`src/common/ahbPkg.sv`:
```
/*
 * Shared definitions for the AHB-Lite subsystem
 *   bus widths and slave slot indices
 *   address map regions and RAM depth
 *   GPIO and timer register offsets
 *   HTRANS and HSIZE codes, address union
 */

`default_nettype none

package ahbPkg;

    localparam int dataWidth = 32;
    localparam int addrWidth = 32;
    localparam int numSlaves = 3;

    // Slots in the select vector
    localparam int slaveRam   = 0;
    localparam int slaveGpio  = 1;
    localparam int slaveTimer = 2;

    // Top four address bits
    localparam logic [3:0] regionRam   = 4'd0;
    localparam logic [3:0] regionGpio  = 4'd1;
    localparam logic [3:0] regionTimer = 4'd2;

    localparam int ramWords = 1024;

    localparam logic [11:0] regGpioOut = 12'd0;
    localparam logic [11:0] regGpioDir = 12'd1;
    localparam logic [11:0] regGpioIn  = 12'd2;

    localparam logic [11:0] regTimLoad   = 12'd0;
    localparam logic [11:0] regTimCount  = 12'd1;
    localparam logic [11:0] regTimCtrl   = 12'd2;
    localparam logic [11:0] regTimStatus = 12'd3;

    localparam logic [1:0] transNonseq = 2'b10;

    localparam logic [2:0] sizeByte = 3'd0;
    localparam logic [2:0] sizeHalf = 3'd1;
    localparam logic [2:0] sizeWord = 3'd2;

    // Raw word, or region / index / byte lane
    typedef union packed {
        logic [addrWidth-1:0] word;
        struct packed {
            logic [3:0]  region;
            logic [13:0] unused;
            logic [11:0] index;
            logic [1:0]  lane;
        } fields;
    } ahbAddrT;

endpackage

`default_nettype wire

```
`src/design/ahbGpio.sv`:
```
/*
 * AHB-Lite GPIO slave
 *   output and direction registers
 *   two-flop input synchronizer
 *   register read mux
 */

`timescale 1ns/1ns
`default_nettype none

module ahbGpio (
    input  logic                         HCLK,
    input  logic                         rstN,
    input  logic                         hSel,
    input  ahbPkg::ahbAddrT              hAddr,
    input  logic [1:0]                   hTrans,
    input  logic                         hWrite,
    input  logic [2:0]                   hSize,
    input  logic [ahbPkg::dataWidth-1:0] hWData,
    input  logic                         hReady,
    input  logic [ahbPkg::dataWidth-1:0] gpioIn,
    output logic [ahbPkg::dataWidth-1:0] hRData,
    output logic                         hReadyOut,
    output logic                         hResp,
    output logic [ahbPkg::dataWidth-1:0] gpioOut,
    output logic [ahbPkg::dataWidth-1:0] gpioOe
);

    logic [ahbPkg::dataWidth-1:0] inMeta;
    logic [ahbPkg::dataWidth-1:0] inSync;
    logic [11:0]                  idxQ;
    logic                         wrQ;
    logic                         accept;

    assign accept = hSel && hReady && (hTrans == ahbPkg::transNonseq);

    always_ff @(posedge HCLK) begin
        if (accept) begin
            idxQ <= hAddr.fields.index;
        end
    end

    always_ff @(posedge HCLK or negedge rstN) begin
        if (!rstN) begin
            wrQ     <= 1'b0;
            gpioOut <= '0;
            gpioOe  <= '0;
            inMeta  <= '0;
            inSync  <= '0;
        end else begin
            // Registers take full-word writes only
            wrQ    <= accept && hWrite && (hSize == ahbPkg::sizeWord);
            inMeta <= gpioIn;
            inSync <= inMeta;
            if (wrQ && (idxQ == ahbPkg::regGpioOut)) begin
                gpioOut <= hWData;
            end
            if (wrQ && (idxQ == ahbPkg::regGpioDir)) begin
                gpioOe <= hWData;
            end
        end
    end

    always_comb begin
        case (idxQ)
            ahbPkg::regGpioOut: hRData = gpioOut;
            ahbPkg::regGpioDir: hRData = gpioOe;
            ahbPkg::regGpioIn:  hRData = inSync;
            default:            hRData = '0;
        endcase
    end

    assign hReadyOut = 1'b1;
    assign hResp     = 1'b0;

endmodule

`default_nettype wire

```
`config.mk`:
```
export PLATFORM = sky130hd
export DESIGN_NAME = ahbGpio
export DESIGN_NICKNAME = d
export VERILOG_FILES = /design/src/common/ahbPkg.sv /design/src/design/ahbGpio.sv
export SDC_FILE = /design/constraint.sdc
export NUM_CORES = 1
export LEC_CHECK = 0
export ABC_AREA = 1
export BUFFER_PORTS_ARGS = -buffer_cell sky130_fd_sc_hd__clkbuf_2
export CORE_MARGIN = 5
export CORE_UTILIZATION = 30
export DETAILED_ROUTE_END_ITERATION = 10
export PLACE_DENSITY = 0.54
export SETUP_SLACK_MARGIN = 0.1
export SLEW_MARGIN = 25
export SYNTH_ARGS = -nofsm -noshare
export SYNTH_HDL_FRONTEND = slang
export SYNTH_SLANG_ARGS = --single-unit
```
`constraint.sdc`:
```
create_clock -name HCLK -period 3.8 [get_ports HCLK]
set_clock_uncertainty 0.15 [all_clocks]
set_input_delay 0.95 -clock HCLK [delete_from_list [all_inputs] [get_ports HCLK]]
set_output_delay 0.95 -clock HCLK [all_outputs]
set_load 0.05 [all_outputs]
```
==> flow_metrics.env <==
export IMPL_outcome="complete, no violations"
export IMPL_p_per_area_nw_per_um2=490
export IMPL_wl_mm=16.6
export IMPL_finalSetupTns_ps=0
export IMPL_synth_top_area_cell="dfrtp_1"
export IMPL_ys_seq_area_share_pct=65.4
export IMPL_slew_headroom_pct=39.0
export IMPL_muxShareOfSynthArea_pct=0
export IMPL_cts_root_buf="clkbuf_16"
export IMPL_worstMarginPinSlew_ps=914
export IMPL_io_pins=204
export IMPL_synth_top_cells_by_area="dfrtp_1 (59%), nand3_1 (12%), nand2_1 (9.2%)"
export IMPL_cp_start_kind="register"
export IMPL_synth_top_cell_area_share_pct=58.8
export IMPL_finalHoldViolations=0
export IMPL_gp_congestion=0.763
export IMPL_first_iter_violations=298
export IMPL_yosys_area_share_simple_pct=29.4
export IMPL_synthesis_nets=644
export IMPL_timing_fmax_ghz=0.289
export IMPL_end_kind="primary output"
export IMPL_grt_pass1_vias=4924
export IMPL_num_antenna_cells=0
export IMPL_crit_path_max_fanout=24
export IMPL_route_detailed_wl_per_inst_um=17.6
export IMPL_die_h_um=145
export IMPL_portBuffers=181
export IMPL_p_leak_nw=3.40
export IMPL_yosysUniqueCellTypes=16
export IMPL_syn_area_per_cell_um2=10.2
export IMPL_netlist_area_um2=5490
export IMPL_finalSetupViolCount=0
export IMPL_synthAdderAreaFrac_pct=0
export IMPL_post_cts_buffers=0
export IMPL_antenna_left=0
export IMPL_nFillCells=1786
export IMPL_rsz0062_at_grt="false"
export IMPL_track_usage_pct=15.9
export IMPL_drive_above_1_share_pct=32.5
export IMPL_syn_to_final_growth_pct=33.3
export IMPL_vdd_ir_drop_worst_uv=283
export IMPL_grt_overflow=0
export IMPL_grt_pass1_wl_mm=27.2
export IMPL_hold_buffers=0
export IMPL_vias=4665
export IMPL_nets=804
export IMPL_core_area_um2=18000
export IMPL_grt_max_degree=71
export IMPL_synth_xor_area_share_pct=0
export IMPL_synth_top_family_by_area="simple AND/OR/NAND/NOR gates"
export IMPL_die_w_um=145
export IMPL_dr_pass1_iters=4
export IMPL_ys_ff_latch=141
export IMPL_numCtsBuffers=17
export IMPL_die_area_um2=21100
export IMPL_yosys_warnings=0
export IMPL_cts_sinks=141
export IMPL_synthCells=538
export IMPL_fin_hold_ws_ps=196
export IMPL_finalCritPeriodShare_pct=91.2
export IMPL_synth_compound_area_share_pct=0
export IMPL_drv_slew=0
export IMPL_ctsHtreeMaxLevel=4
export IMPL_clockBufferDepth=2
export IMPL_initial_core_util_pct=30.6
export IMPL_hp_class="reg2reg"
export IMPL_crit_type="reg2out"
export IMPL_grt_antenna_before_repair=2
export IMPL_num_rows=49
export IMPL_period_needed_ps=3460
export IMPL_multi_input_area_um2=1650
export IMPL_drc=0
export IMPL_seq_area_um2=3590
export IMPL_cts_tree="built"
export IMPL_path_clk_slew_ps=60
export IMPL_dpl_hpwl_mm=10.9
export IMPL_crit_arrival_ps=2360
export IMPL_vias_per_cell=4.96
export IMPL_cap_viol_max_count=0
export IMPL_clock_latency_ps=410
export IMPL_final_cell_mix="clkbuf_2 (180), nand2_1 (135), nand3_1 (129)"
export IMPL_final_common_cell="clkbuf_2"
export IMPL_crit_required_ps=2700
export IMPL_cts_resized=0
## Yosys cell counts
cell,instances
buf_1,1
buf_2,20
buf_4,13
clkbuf_1,15
conb_1,2
dfrtp_1,129
edfxtp_1,12
inv_1,3
inv_2,3
nand2_1,135
nand3_1,131
nand4_1,64
nor2_1,7
nor2_2,1
nor2_4,1
nor4_1,1
## per-stage QoR
step | std cells | utilization, % | total power [W] | cell area [um2] | setup WS [ps]
floorplan | 538 | - | 0.00161 | 5490 | 1190
global placement | 908 | 36.9 | 0.00170 | 6630 | 779
detailed placement | 908 | 36.9 | 0.00170 | 6630 | 754
CTS | 940 | 40.7 | 0.00364 | 7320 | 295
global route | 940 | 40.7 | 0.00370 | 7320 | 214
finish | 940 | 40.7 | 0.00358 | 7320 | 336
## worst max-delay path, cell delays in order (launching register included)
cell      delay, ps
edfxtp_1        380
inv_2            50
nand2_1         180
nor2_4          560
buf_12          250
nand3_1          90
nand3_1         120
clkbuf_2        290
## cells by family after synthesis
group	after synthesis
other	2
flip-flops	141
buffers and inverters	55
AND/OR/NAND/NOR	340
## power by group
group          internal (W)  leakage (nW)  switching (W)
registers           0.00156          1.43      0.0000106
logic             0.0000382          1.64      0.0000670
clock network       0.00128         0.333       0.000634
total               0.00287          3.40       0.000712
## cell type report
type | count | share of cell area (%)
clock inverters | 13 | 3.20
clock buffers | 19 | 6.21
flip-flops and latches | 141 | 49.1
multi-input cells | 342 | 22.6
inverters | 6 | 0.308
well taps | 229 | 3.92
repair buffers | 190 | 14.8
## final timing paths
path / start / to / slack, ps / depth (start not counted)
min in group asynchronous: rstN / inSync[23]$_DFF_PN0_ / 380 / 1
min reg2reg: inMeta[5]$_DFF_PN0_ / inSync[5]$_DFF_PN0_ / 200 / 0
max in group asynchronous: rstN / inSync[31]$_DFF_PN0_ / 2270 / 2
max reg2reg: idxQ[2]$_DFFE_PN_ / gpioOut[2]$_DFFE_PN0P_ / 1020 / 7
max: idxQ[2]$_DFFE_PN_ / hRData[12] / 340 / 7
min: inMeta[5]$_DFF_PN0_ / inSync[5]$_DFF_PN0_ / 200 / 0
## layer usage
layer | global-route usage (%) | vias up | part of all wire (%)
li1 | - | 2174 | -
met1 | 19.5 | 2310 | 43
met2 | 26.8 | 152 | 50
met3 | 4.15 | 25 | 5.2
met4 | 6.06 | 4 | 2.0
met5 | 0 | - | 0.16
## sequential cells by signal, summed over array words and instances (netlist names)
name and count:
gpioOe 32, gpioOut 32, inMeta 32, inSync 32
idxQ 12, wrQ 1
Power figures use the tool's default switching activity.
