===== config.mk =====
export PLATFORM = sky130hd
export DESIGN_NAME = ahbTimer
export DESIGN_NICKNAME = d
export VERILOG_FILES = /design/src/common/ahbPkg.sv /design/src/design/ahbTimer.sv
export SDC_FILE = /design/constraint.sdc
export NUM_CORES = 1
export LEC_CHECK = 0
export BUFFER_PORTS_ARGS = -buffer_cell sky130_fd_sc_hd__buf_2
export CORE_MARGIN = 5
export CORE_UTILIZATION = 55
export DETAILED_ROUTE_END_ITERATION = 10
export PLACE_DENSITY_LB_ADDON = 0.1
export SKIP_CTS_REPAIR_TIMING = 1
export SYNTH_ARGS = -nofsm -noshare
export SYNTH_HDL_FRONTEND = slang
export SYNTH_SLANG_ARGS = --single-unit

===== constraint.sdc =====
create_clock -name HCLK -period 2.3 [get_ports HCLK]
set_input_delay 0.345 -clock HCLK [delete_from_list [all_inputs] [get_ports HCLK]]
set_output_delay 0.345 -clock HCLK [all_outputs]
set_load 0.1 [all_outputs]

===== src/common/ahbPkg.sv =====
/*
 * Shared definitions for the AHB-Lite subsystem
 *   bus widths and slave slot indices
 *   address map regions and RAM depth
 *   GPIO and timer register offsets
 *   HTRANS and HSIZE codes, address union
 */

`default_nettype none

package ahbPkg;

    localparam int dataWidth = 32;
    localparam int addrWidth = 32;
    localparam int numSlaves = 3;

    // Slots in the select vector
    localparam int slaveRam   = 0;
    localparam int slaveGpio  = 1;
    localparam int slaveTimer = 2;

    // Top four address bits
    localparam logic [3:0] regionRam   = 4'd0;
    localparam logic [3:0] regionGpio  = 4'd1;
    localparam logic [3:0] regionTimer = 4'd2;

    localparam int ramWords = 1024;

    localparam logic [11:0] regGpioOut = 12'd0;
    localparam logic [11:0] regGpioDir = 12'd1;
    localparam logic [11:0] regGpioIn  = 12'd2;

    localparam logic [11:0] regTimLoad   = 12'd0;
    localparam logic [11:0] regTimCount  = 12'd1;
    localparam logic [11:0] regTimCtrl   = 12'd2;
    localparam logic [11:0] regTimStatus = 12'd3;

    localparam logic [1:0] transNonseq = 2'b10;

    localparam logic [2:0] sizeByte = 3'd0;
    localparam logic [2:0] sizeHalf = 3'd1;
    localparam logic [2:0] sizeWord = 3'd2;

    // Raw word, or region / index / byte lane
    typedef union packed {
        logic [addrWidth-1:0] word;
        struct packed {
            logic [3:0]  region;
            logic [13:0] unused;
            logic [11:0] index;
            logic [1:0]  lane;
        } fields;
    } ahbAddrT;

endpackage

`default_nettype wire


===== src/design/ahbTimer.sv =====
/*
 * AHB-Lite reload timer slave
 *   load, count, control and status registers
 *   down counter with reload at zero
 *   interrupt from status and interrupt enable
 */

`timescale 1ns/1ns
`default_nettype none

module ahbTimer (
    input  logic                         HCLK,
    input  logic                         rstN,
    input  logic                         hSel,
    input  ahbPkg::ahbAddrT              hAddr,
    input  logic [1:0]                   hTrans,
    input  logic                         hWrite,
    input  logic [2:0]                   hSize,
    input  logic [ahbPkg::dataWidth-1:0] hWData,
    input  logic                         hReady,
    output logic [ahbPkg::dataWidth-1:0] hRData,
    output logic                         hReadyOut,
    output logic                         hResp,
    output logic                         irq
);

    logic [ahbPkg::dataWidth-1:0] loadQ;
    logic [ahbPkg::dataWidth-1:0] countQ;
    logic [1:0]                   ctrlQ;
    logic                         statusQ;
    logic [11:0]                  idxQ;
    logic                         wrQ;
    logic                         accept;

    assign accept = hSel && hReady && (hTrans == ahbPkg::transNonseq);

    always_ff @(posedge HCLK) begin
        if (accept) begin
            idxQ <= hAddr.fields.index;
        end
    end

    always_ff @(posedge HCLK or negedge rstN) begin
        if (!rstN) begin
            wrQ     <= 1'b0;
            loadQ   <= '0;
            countQ  <= '0;
            ctrlQ   <= 2'b00;
            statusQ <= 1'b0;
        end else begin
            wrQ <= accept && hWrite && (hSize == ahbPkg::sizeWord);
            // Load write also primes the counter
            if (wrQ && (idxQ == ahbPkg::regTimLoad)) begin
                loadQ  <= hWData;
                countQ <= hWData;
            end else if (wrQ && (idxQ == ahbPkg::regTimCount)) begin
                countQ <= hWData;
            end else if (ctrlQ[0]) begin
                countQ <= (countQ == '0) ? loadQ : countQ - 1'b1;
            end
            if (wrQ && (idxQ == ahbPkg::regTimCtrl)) begin
                ctrlQ <= hWData[1:0];
            end
            if (ctrlQ[0] && (countQ == '0)) begin
                statusQ <= 1'b1;
            end else if (wrQ && (idxQ == ahbPkg::regTimStatus) && hWData[0]) begin
                statusQ <= 1'b0;
            end
        end
    end

    always_comb begin
        case (idxQ)
            ahbPkg::regTimLoad:   hRData = loadQ;
            ahbPkg::regTimCount:  hRData = countQ;
            ahbPkg::regTimCtrl:   hRData = {30'd0, ctrlQ};
            ahbPkg::regTimStatus: hRData = {31'd0, statusQ};
            default:              hRData = '0;
        endcase
    end

    assign irq       = statusQ && ctrlQ[1];
    assign hReadyOut = 1'b1;
    assign hResp     = 1'b0;

endmodule

`default_nettype wire


==> out/qor.log <==
[clock_tree] clock tree from TritonCTS yes
[cells_and_area] fin nets 651
[global_route] largest net degree at the start of global routing 69
[sta] RSZ-0062 raised after global routing true
[worst_setup_path] reg-to-reg startpoint countQ[23]
[die] starting density of the core 56.9%
[sta] max-slew violations 0
[job] count of maximum capacitance violations 0
[drt] count of TritonRoute iterations in the first routing pass 7
[global_route] first-pass GRT wire length 22300 um
[sta] number of hold violations in the final report 0
[global_route] number of global-route vias before repair 4481
[placed_design] Cells after DPL 658
[power] leakage power 2.93 nW
[drt] Total Routed Length 14100 um
[die] top-level port count 109
[worst_setup_path] critical path endpoint hRData[15]
[sta] largest clock skew in the final design 0.0107 ns
[synthesis] number of flops mapped to enable cells by yosys 12
[cells_and_area] share of layout cells above drive strength 1 42.1%
[synthesis] main area contributors after synthesis dfrtp_1, mux2_2, edfxtp_1, a22o_1, mux2i_1
[synthesis] register bit total from synthesis 80
[status] status finished, violations left
[drt] mean routed wirelength per cell 20.6 um
[sta] total negative slack -8.25 ns
[synthesis] Yosys warnings 0
[drt] routed vias 4451
[clock_tree] clock buffer count from CTS 9
[worst_setup_path] kind of end point of the critical path output port
[worst_setup_path] capturing point of the worst reg2reg path countQ[3]
[worst_setup_path] critical-path maximum fanout 7
[cells_and_area] area taken by flip-flops and latches 0.00206 mm^2
[placed_design] Final HPWL DP 9500 um
[clock_tree] deepest clock path buffer count 2
[sta] peak clock frequency supported by timing 385 MHz
[power] power per unit of standard cell area 450 mW/mm^2
[die] Row Count 33
[sta] time the worst path needs with I/O delays and setup 2.60 ns
[cells_and_area] final antenna diode count 0
[worst_setup_path] worst setup path start idxQ[3]
[placed_design] RD Place Congestion 0.910
[drt] residual DRC count 0
[clock_tree] H-tree lvl count 3
[die] overall die area 0.0105 mm^2
[global_route] met2 track utilization from global routing 43.6%
[worst_setup_path] Max stage delay on crit path 0.44 ns
[clock_tree] buffer type at the clock tree root clkbuf_8
[global_route] global routing met3 resource utilization 4.94%
[worst_setup_path] slowest cell on the critical path edfxtp_1
[synthesis] Post-Syn Instances 465
[die] die width 103 um
[synthesis] distinct cell type count after synthesis 61
[power] maximum VDD drop 0.342 mV
[clock_tree] clock sink count 80
[global_route] number of antenna violations at the first check in global routing 0
[die] core box area 0.00830 mm^2
[synthesis] post-synthesis instance area 0.00472 mm^2
[drt] number of vias per cell 6.50
[die] Vert. Die Dim 103 um
[cells_and_area] Filler Cell Count 517
[worst_setup_path] worst setup path category flip-flop to output port
[global_route] met1 track utilization from global routing 36.4%
[global_route] total track usage 27.1%
[worst_setup_path] data arrival time of the worst path 2.26 ns
[clock_tree] clock slew at reported path FFs 0.08 ns
[sta] minimum setup slack in the final design -0.301 ns
[drt] number of routed nets with antenna violations 0
[synthesis] async set-or-reset flop fraction in the synthesized netlist 85.0%
[cells_and_area] total area of multi-input combinational cells 0.00281 mm^2
[min_path] worst hold path type input pin to asynchronous set/reset pin
[sta] Max transition margin 66.6%
[sta] Period Utilization, post-route 113%
[worst_setup_path] depth of the worst register-to-register path 6
[sta] Final Setup Violations 32
[global_route] global route hottest layer met2
[synthesis] synthesized net count 541
[worst_setup_path] flop2flop setup slack 0.06 ns
[clock_tree] Skew-Pair Late Insertion Delay 0.36 ns
[drt] DRC marker count from the first detailed-route iteration 284
[synthesis] share of the synthesized area in the top cell type 36.1%
[synthesis] sequential area share after synthesis 43.7%
[status] violated checks setup timing
[placed_design] I/O Buffers 86
[global_route] GRT Residual Overflow 0
[cells_and_area] signed area change from the synthesized netlist to the final layout 39.8%
[synthesis] Syn Area/Cell 10.1 um^2
[worst_setup_path] ordered list of cells on the worst path nor4_4 > nand3_2 > nor3b_4 > buf_4 > buf_8 > a22o_4 > buf_12
[worst_setup_path] Data required, critical path 1.96 ns
[sta] Least-Margin Pin Slew 0.497 ns
[synthesis] prevailing post-synth register cell dfrtp_1
[worst_setup_path] Worst Setup Start Kind flip-flop
[synthesis] post-synthesis cell type with the largest combined area dfrtp_1
[cells_and_area] final cell count without fillers 685
## metrics by stage
step	utilization [%]	cell area, um^2	hold slack [ns]	total power (W)	worst slack [ns]
2_1_floorplan	-	4990	0.0494	0.00176	-0.143
3_3_place_gp	74.4	6180	0.400	0.00190	-0.0286
3_5_place_dp	74.4	6180	0.398	0.00191	-0.0284
4_1_cts	76.8	6370	0.0202	0.00295	-0.460
5_1_grt	79.5	6600	0.0341	0.00307	-0.426
6_report	79.5	6600	0.000728	0.00296	-0.301
## layout by cell type, fill, tap and decap left out, types with 12 or more instances in the layout
| master | synthesis | layout |
|---|---|---|
| edfxtp_1 | 12 | 12 |
| nand2_1 | 28 | 28 |
| nor3_1 | 24 | 23 |
| o21ai_1 | 23 | 23 |
| mux2i_1 | 12 | 12 |
| nor2_1 | 25 | 23 |
| buf_12 | 0 | 36 |
| dfrtp_1 | 68 | 68 |
| a22o_4 | 0 | 29 |
| mux2_2 | 34 | 34 |
| buf_2 | 9 | 54 |
| a21oi_1 | 19 | 19 |
| buf_4 | 2 | 45 |
## worst max-delay path, delay by kind of cell, from the launching register on
family,cells,cell delay (ns)
simple gates,3,0.86
buf+inv,3,0.47
flops,1,0.44
compound gates,1,0.13
## cells in the mapped netlist (3+ instances only)
| cell type | instances |
|---|---|
| a211oi_1 | 5 |
| buf_6 | 3 |
| nor4_1 | 10 |
| edfxtp_1 | 12 |
| a22o_1 | 30 |
| and3_1 | 10 |
| nor3b_1 | 3 |
| o21ai_0 | 10 |
| a21oi_1 | 19 |
| buf_2 | 9 |
| nand2_1 | 28 |
| or3_1 | 9 |
| clkbuf_1 | 25 |
| nor3_1 | 24 |
| nand3_1 | 10 |
| nand4_1 | 5 |
| mux2_2 | 34 |
| nor2_1 | 25 |
| mux2i_1 | 12 |
| o21ai_1 | 23 |
| o211ai_1 | 3 |
| xnor2_1 | 10 |
| o221ai_1 | 8 |
| inv_1 | 7 |
| dfrtp_1 | 68 |
| and4b_1 | 4 |
| a31oi_1 | 5 |
| xor2_1 | 6 |
| nor4_4 | 4 |
## state kept, by name, summed over array words and instances, names as in the netlist
signal	count
idxQ	12
countQ	32
ctrlQ	2
statusQ	1
wrQ	1
loadQ	32
## metal layers
metal	share of wire [%]	wire length, um
met4	2.4	335
met3	7.9	1120
met2	50	7060
met1	40	5610
met5	0	0
## report_power, final
group          switching, W  leakage (nW)  total, W  internal (W)
combinational      0.000200          1.90  0.000363      0.000163
clock              0.000556        0.0933   0.00106      0.000502
sequential        0.0000651         0.937   0.00154       0.00148
total              0.000821          2.93   0.00296       0.00214
## how the worst min path moves through the flow
stage | startpoint | end | slack, ns | cells after the start
global route | rstN | loadQ[20] | 0.03 | 2
floorplan | rstN | countQ[0] | 0.05 | 0
detailed placement | rstN | countQ[30] | 0.40 | 2
CTS | rstN | loadQ[20] | 0.02 | 2
finish | rstN | loadQ[29] | 0.0007 | 2
global placement | rstN | loadQ[29] | 0.40 | 2
## layout make-up
cell class | instances | share of cell area, %
Inverter | 7 | 0.398
Tap cell | 105 | 1.99
Clock buffer | 9 | 1.88
Timing Repair Buffer | 138 | 20.8
Sequential cell | 80 | 31.3
Clock inverter | 7 | 1.08
Multi-Input combinational cell | 339 | 42.6
## kinds of logic after synthesis
logic type	after synthesis	synth area share, %
buffers and inverters	46	4.53
other	2	0.159
XOR/XNOR	16	2.97
flip-flops	80	43.7
AND/OR/NAND/NOR	152	19.2
multiplexers	47	11.1
AO/OA/AOI/OAI	120	17.7
adder cells (fa/ha/maj)	2	0.530
No activity file was read; power rests on OpenSTA's default activity.
