[config.mk]
export PLATFORM = sky130hd
export DESIGN_NAME = ahbSlaveMux
export DESIGN_NICKNAME = d
export VERILOG_FILES = /design/src/common/ahbPkg.sv /design/src/design/ahbSlaveMux.sv
export SDC_FILE = /design/constraint.sdc
export NUM_CORES = 1
export LEC_CHECK = 0
export ABC_AREA = 1
export CORE_AREA = 2 2 55 57
export DETAILED_ROUTE_END_ITERATION = 16
export DIE_AREA = 0 0 57 59
export DONT_BUFFER_PORTS = 1
export GPL_TIMING_DRIVEN = 0
export PLACE_DENSITY = 0.51
export REMOVE_ABC_BUFFERS = 1
export SETUP_SLACK_MARGIN = 0.2
export SYNTH_ARGS = -nofsm -noshare
export SYNTH_HDL_FRONTEND = slang
export SYNTH_SLANG_ARGS = --single-unit
[constraint.sdc]
create_clock -name HCLK -period 1 [get_ports HCLK]
set_input_delay 0 -clock HCLK [delete_from_list [all_inputs] [get_ports HCLK]]
set_output_delay 0 -clock HCLK [all_outputs]
set_load 0.03 [all_outputs]
[src/common/ahbPkg.sv]
/*
 * Shared definitions for the AHB-Lite subsystem
 *   bus widths and slave slot indices
 *   address map regions and RAM depth
 *   GPIO and timer register offsets
 *   HTRANS and HSIZE codes, address union
 */

`default_nettype none

package ahbPkg;

    localparam int dataWidth = 32;
    localparam int addrWidth = 32;
    localparam int numSlaves = 3;

    // Slots in the select vector
    localparam int slaveRam   = 0;
    localparam int slaveGpio  = 1;
    localparam int slaveTimer = 2;

    // Top four address bits
    localparam logic [3:0] regionRam   = 4'd0;
    localparam logic [3:0] regionGpio  = 4'd1;
    localparam logic [3:0] regionTimer = 4'd2;

    localparam int ramWords = 1024;

    localparam logic [11:0] regGpioOut = 12'd0;
    localparam logic [11:0] regGpioDir = 12'd1;
    localparam logic [11:0] regGpioIn  = 12'd2;

    localparam logic [11:0] regTimLoad   = 12'd0;
    localparam logic [11:0] regTimCount  = 12'd1;
    localparam logic [11:0] regTimCtrl   = 12'd2;
    localparam logic [11:0] regTimStatus = 12'd3;

    localparam logic [1:0] transNonseq = 2'b10;

    localparam logic [2:0] sizeByte = 3'd0;
    localparam logic [2:0] sizeHalf = 3'd1;
    localparam logic [2:0] sizeWord = 3'd2;

    // Raw word, or region / index / byte lane
    typedef union packed {
        logic [addrWidth-1:0] word;
        struct packed {
            logic [3:0]  region;
            logic [13:0] unused;
            logic [11:0] index;
            logic [1:0]  lane;
        } fields;
    } ahbAddrT;

endpackage

`default_nettype wire

[src/design/ahbSlaveMux.sv]
/*
 * AHB-Lite slave multiplexer
 *   data-phase select register
 *   read data, ready and response forwarding
 *   two-cycle ERROR response for unmapped transfers
 */

`timescale 1ns/1ns
`default_nettype none

module ahbSlaveMux (
    input  logic                                          HCLK,
    input  logic                                          rstN,
    input  logic [1:0]                                    hTrans,
    input  logic [ahbPkg::numSlaves-1:0]                  hSel,
    input  logic [ahbPkg::numSlaves*ahbPkg::dataWidth-1:0] slaveRData,
    input  logic [ahbPkg::numSlaves-1:0]                  slaveReady,
    input  logic [ahbPkg::numSlaves-1:0]                  slaveResp,
    output logic                                          hReady,
    output logic                                          hResp,
    output logic [ahbPkg::dataWidth-1:0]                  hRData
);

    logic [ahbPkg::numSlaves-1:0] selQ;
    logic                         errPend;
    logic                         errLast;

    always_ff @(posedge HCLK or negedge rstN) begin
        if (!rstN) begin
            selQ    <= '0;
            errPend <= 1'b0;
            errLast <= 1'b0;
        end else begin
            if (hReady) begin
                selQ    <= hSel;
                errPend <= (hTrans == ahbPkg::transNonseq) && (hSel == '0);
            end
            // Second ERROR cycle follows the first
            errLast <= errPend && !errLast;
        end
    end

    always_comb begin
        hRData = '0;
        hReady = 1'b1;
        hResp  = 1'b0;
        if (errPend) begin
            hReady = errLast;
            hResp  = 1'b1;
        end else begin
            for (int i = 0; i < ahbPkg::numSlaves; i++) begin
                if (selQ[i]) begin
                    hRData = slaveRData[i*ahbPkg::dataWidth +: ahbPkg::dataWidth];
                    hReady = slaveReady[i];
                    hResp  = slaveResp[i];
                end
            end
        end
    end

endmodule

`default_nettype wire

==> results of run 1 <==
## what timing repair did
action                                  in CTS  in global routing
hold endpoints to repair                     9                  0
gates cloned                                 3                  2
buffers inserted                            20                  0
endpoints found under the setup margin      39                 39
gates resized for setup                     92                 53
pin swaps                                    6                 25
hold buffers                                 6                  0
## synth_stat cells, drive strengths merged
cell type,count,share of area
nand2,43,0.18
nor3,1,0.0050
nand3,4,0.020
dfrtp,5,0.13
clkbuf,6,0.023
buf,11,0.072
inv,8,0.030
a22oi,1,0.0076
o21ai,33,0.17
a21oi,67,0.34
nor2,3,0.028
## critical path, stage by stage, from the launching register on
cell       delay, ps
dfrtp_4          550
nor2_4           200
clkbuf_16        190
nand2_1           90
a21oi_4          250
## state kept, by name, indices dropped and copies added, names as in the netlist
register / count
errPend: 1
selQ: 3
errLast: 1
## layout make-up
class	count	area (µm²)
repair inverters	2	12.5
clock buffers	3	22.5
fillers	213	752
repair buffers	28	350
clock inverters	1	5.00
flip-flops and latches	5	134
multi-input cells	153	1350
well taps	31	38.8
inverters	8	45.0
## where the power goes
group | switching, W | internal, W | total (W)
Sequential | 0.000217 | 0.000328 | 0.000545
Combinational | 0.00608 | 0.00296 | 0.00904
Clock | 0.000118 | 0.000147 | 0.000265
## worst max-delay path by stage
stage | startpoint | end | slack (ps) | cells after the start
2_1_floorplan | selQ[1] | hResp | -950 | 3
3_3_place_gp | selQ[1] | hResp | -1230 | 3
3_5_place_dp | selQ[1] | hResp | -1310 | 3
4_1_cts | selQ[1] | hRData[25] | -470 | 4
5_1_grt | selQ[1] | hRData[25] | -580 | 4
6_report | selQ[1] | hRData[8] | -530 | 4
## metal layers
metal  share of wire  track usage
met3           0.091       0.0546
met5               0            0
met4           0.050        0.143
met1            0.32        0.295
met2            0.54        0.612
## stage by stage
step | power, W | TNS (ps) | cells | instance area [µm²]
3_3_place_gp | 0.00520 | -36710 | 196 | 937
5_1_grt | 0.0102 | -19970 | 231 | 1960
6_report | 0.00985 | -18380 | 231 | 1960
3_5_place_dp | 0.00530 | -40070 | 196 | 937
2_1_floorplan | 0.00471 | -26350 | 165 | 898
4_1_cts | 0.00891 | -16540 | 229 | 1700
## logic make-up after synthesis
group                  after synthesis  share of synthesized area
and+or+nand+nor                     51                      0.233
DFF                                  5                      0.126
AOI/OAI and AO/OA                  101                      0.516
buffers and inverters               25                      0.125
==> summary.md, run 1 <==
| Metric | Value |
|---|---|
| Worst EP required | `1000 ps` |
| Post-DRT Antenna Nets | `0` |
| Max_cap viols | `0` |
| Residual DRC | `0` |
| Fin Clk Skew | `4.94 ps` |
| WS Path Type | `reg -> out` |
| Post-synthesis sequential area ratio | `0.126` |
| Yosys reg bits | `5` |
| Clock slew at reported path FFs | `approximately 60 ps` |
| Data arrival time of the worst path | `between 1500 and 2000 ps` |
| Per-cell routed wire length | `around 25 µm` |
| Worst-skew pair later-pin latency | `260 ps` |
| Total clock sinks | `5` |
| Fin. max-slew vios | `0` |
| Area Growth Syn to Fin | `97.4%` |
| Leak | `approximately 0.75 nW` |
| Cells after synthesis | `approximately 180` |
| CTS buffer count | `3` |
| Port bufs | `0` |
| Failing checks | `negative setup slack` |
| Via count | `1600` |
| Slew margin rel. | `0.696` |
| I/O pin count | `between 100 and 150` |
| Cell row count | `19` |
| Outcome | `finished, violations left` |
| Hold Path Class | `in -> async` |
| Vias in the first global route | `1551` |
| Root buffer cell | `clkbuf_4` |
| Peak VDD IR | `3.63 mV` |
| Most frequent cells in the layout | `o21ai_0, a21oi_4, a21oi_1` |
| Core Area | `roughly 2700 µm²` |
| Core Util, Final | `0.723` |
| Netlist Area Pre-Place | `around 1000 µm²` |
| PwrDens | `between 5000 and 6000 nW/µm²` |
| Critical path fanouts, max | `6` |
| # nets final | `310` |
| Ratio of cells with drive above 1 in the final layout | `0.560` |
| Startpoint types | `register` |
| Slew @ Worst Pin | `roughly 450 ps` |
| Initial core utilization | `0.366` |
| Worst flop-to-flop path startpoint | `selQ[0]` |
| Netlist cell types | `18` |
| Setup crit end kind | `output pin` |
| Synth warn | `0` |
| Fmax | `around 650 MHz` |
| TritonCTS clock tree | `yes` |
| Gpl congestion | `around 0.73` |
| H-tree depth | `1` |
| Gr ovfl total | `0` |
| First-pass iteration count of the detailed router | `4` |
| Largest net degree at the start of global routing | `33` |
| Place WS | `-1310 ps` |
| Final WL | `around 5.7 mm` |
| RSZ-0062 raised after global routing | `yes` |
| Initial antenna violation count | `0` |
| Antenna cells | `0` |
| Die Ht | `just under 60 µm` |
| Post-layout min period | `1530 ps` |
| Setup violators final | `38` |
| GR Util All Layers | `0.304` |
| Worst r2r path cells | `10` |
| Worst hold-check slack | `30.9 ps` |
| Die width | `57 µm` |
| Die area | `3360 µm²` |
| Vias per inst | `between 6 and 7` |
| First-pass GRT wire length | `7.61 mm` |
| Fin. Hold Viols | `0` |
| R2R setup slack | `-470 ps` |
| Dpl hpwl | `roughly 2.4 mm` |
| DRT iter0 DRCs | `111` |
| Syn Area/Cell | `5.45 µm²` |
| Tcrit/Tclk final | `1.53` |
| Worst setup margin | `-535 ps` |
| Clock Tree Buf Depth | `2` |
| RR Endpoint | `selQ[0]` |
Power figures use the tool's default switching activity.
==> inputs of run 2 (changes only) <==
- RECOVER_POWER: default -> 25
- SKIP_CTS_REPAIR_TIMING: default -> 1
- clock period: 1 -> 1.25 ns (I/O delays scaled with it)
==> run 2 against run 1 <==
The run ends with negative hold slack, negative setup slack left; power decreased by 28%; hold slack worse by 67 ps; register-to-register slack improved by 300 ps; critical path depth is 1 higher; routed wire length down 12%; core utilization is 8.4 points lower; final cell count fell by 3.0%; combinational power shrank 28%; sequential power decreased by 22%; setup slack improved by 180 ps; cell area shrank 12%; count of clock-buffer cells in the layout did not move; largest cell class unchanged; highest routed layer unchanged.
==> summary.md, run 2 (synthesis results as in run 1) <==
| Metric | Value |
|---|---|
| Residual DRC | `0` |
| Slew @ Worst Pin | `~460 ps` |
| WS Path Type | `reg -> out` |
| # nets final | `303` |
| Critical path fanouts, max | `8` |
| Slew margin rel. | `0.689` |
| Per-cell routed wire length | `roughly 23 µm` |
| Worst setup margin | `-355 ps` |
| R2R setup slack | `-170 ps` |
| CTS buffer count | `3` |
| Hold Path Origin | `hTrans[1]` |
| First-pass GRT wire length | `4.68 mm` |
| TritonCTS clock tree | `yes` |
| Die Ht | `around 59 µm` |
| Worst-skew pair later-pin latency | `~250 ps` |
| CP top delay family | `flip-flops` |
| Critical path origin | `selQ[1]` |
| Total clock sinks | `5` |
| Critical-path top delay cell | `dfrtp_4` |
| Gpl congestion | `about 0.73` |
| Setup crit end kind | `output pin` |
| Fmax | `623 MHz` |
| Worst EP required | `approximately 1300 ps` |
| Largest register by flop count | `selQ` |
| Fin. Hold Viols | `1` |
| RR Endpoint | `selQ[0]` |
| Gr ovfl total | `0` |
| Ratio of cells with drive above 1 in the final layout | `0.420` |
| Initial core utilization | `0.366` |
| GR Util All Layers | `0.174` |
| Worst flop-to-flop path startpoint | `selQ[1]` |
| Die width | `around 57 µm` |
| Final WL | `between 5 and 6 mm` |
| Vias in the first global route | `roughly 1100` |
| Peak VDD IR | `2.63 mV` |
| Cell row count | `19` |
| Startpoint types | `register` |
| Max_cap viols | `0` |
| Port bufs | `0` |
| Placed cell area | `937 µm²` |
| Hold Path Class | `in -> reg` |
| Crit path cell chain | `buf_6 -> nor2_4 -> clkbuf_16 -> nand2_4 -> a21oi_4` |
| Worst r2r path cells | `8` |
| Clock slew at reported path FFs | `roughly 50 ps` |
| Tcrit/Tclk final | `1.28` |
| Worst hold-check slack | `-36.1 ps` |
| Dpl hpwl | `around 2.4 mm` |
| Via count | `around 1500` |
| Setup violators final | `38` |
| PwrDens | `~4100 nW/µm²` |
| I/O pin count | `between 100 and 150` |
| Vias per inst | `approximately 6.6` |
| H-tree depth | `1` |
| Bufs and invs on worst path | `2` |
| Final Cell Area | `between 1500 and 2000 µm²` |
| Core Area | `2710 µm²` |
| Die area | `roughly 3400 µm²` |
| Failing checks | `negative hold slack, negative setup slack` |
| DRT iter0 DRCs | `96` |
| Commonest non-fill, non-tap cell in the layout | `a21oi_1` |
| Post-layout min period | `around 1600 ps` |
| Data arrival time of the worst path | `approximately 1600 ps` |
| Post-DRT Antenna Nets | `0` |
| Top Registers | `selQ (3), errLast (1), errPend (1)` |
| Worst Setup EP | `hRData[6]` |
| Fin Clk Skew | `roughly 11 ps` |
| Filler instances | `240` |
| Place WS | `-1060 ps` |
| RSZ-0062 raised after global routing | `yes` |
| Fin. max-slew vios | `0` |
| Antenna cells | `0` |
| Area Growth Syn to Fin | `74.4%` |
| Clock Tree Buf Depth | `2` |
| Root buffer cell | `clkbuf_4` |
| Crit path depth | `5` |
| Initial antenna violation count | `0` |
| Leak | `~0.67 nW` |
| First-pass iteration count of the detailed router | `4` |
| Max incr delay on CP | `a little over 500 ps` |
| Largest net degree at the start of global routing | `39` |
| Most frequent cells in the layout | `a21oi_1, o21ai_0, a21oi_4` |
| Max FFs per register | `3` |
| Outcome | `finished, violations left` |
==> run 2: cell count changes in the layout (fill, tap and decap cells not counted), moves of 2 or more <==
cell | before | now
nand2_2 | 11 | 1
buf_12 | 6 | 1
nand2_4 | 19 | 17
a21oi_2 | 9 | 1
nand2_1 | 12 | 25
a21oi_1 | 26 | 34
==> run 2: worst min path at each step <==
stage | end | slack, ps | depth (start not counted)
final | errPend | -40 | 4
after global routing | errPend | 20 | 4
after floorplan | errLast | -300 | 0
after global placement | errLast | -300 | 0
after CTS | errLast | -560 | 0
after detailed placement | errLast | -300 | 0
==> run 2: where the power goes <==
group          total (W)  leakage (nW)  internal [W]  switching [W]
registers       0.000425        0.0611      0.000259       0.000165
logic            0.00649         0.592       0.00197        0.00453
clock network   0.000194        0.0177      0.000116      0.0000779
total            0.00711         0.671       0.00234        0.00477
==> run 2: tightest hold or removal path, cell delays in order <==
cell and delay, ps:
inv_1 30, nor2_1 30, nand3_1 60, nand2_1 40
==> run 2: routing by layer <==
layer | share of wire | track usage | up-vias | routed length (µm)
met5 | 0 | 0 | - | 0
met1 | 0.35 | 0.193 | 696 | 1780
met4 | 0.030 | 0.0598 | 0 | 153
met3 | 0.066 | 0.0218 | 17 | 331
li1 | - | - | 663 | -
met2 | 0.55 | 0.340 | 108 | 2780
==> run 2: metrics by stage <==
stage / hold WS (ps) / utilization / power [W] / TNS (ps) / cells
finish: -36.1 / 0.639 / 0.00711 / -10610 / 224
global route: 18.6 / 0.639 / 0.00742 / -11990 / 224
CTS: -564 / 0.356 / 0.00444 / -39970 / 200
detailed placement: -295 / 0.346 / 0.00424 / -30560 / 196
global placement: -295 / 0.346 / 0.00416 / -27210 / 196
floorplan: -296 / - / 0.00377 / -16850 / 165
==> run 2: cell type report <==
class	count	area [µm²]	share of cell area
Sequential cell	5	133	0.0766
Clock buffer	3	22.5	0.0130
Inverter	8	42.5	0.0246
Clock inverter	1	5.00	0.00289
Tap cell	31	38.8	0.0224
Multi-Input combinational cell	154	1240	0.718
Timing Repair Buffer	22	246	0.142
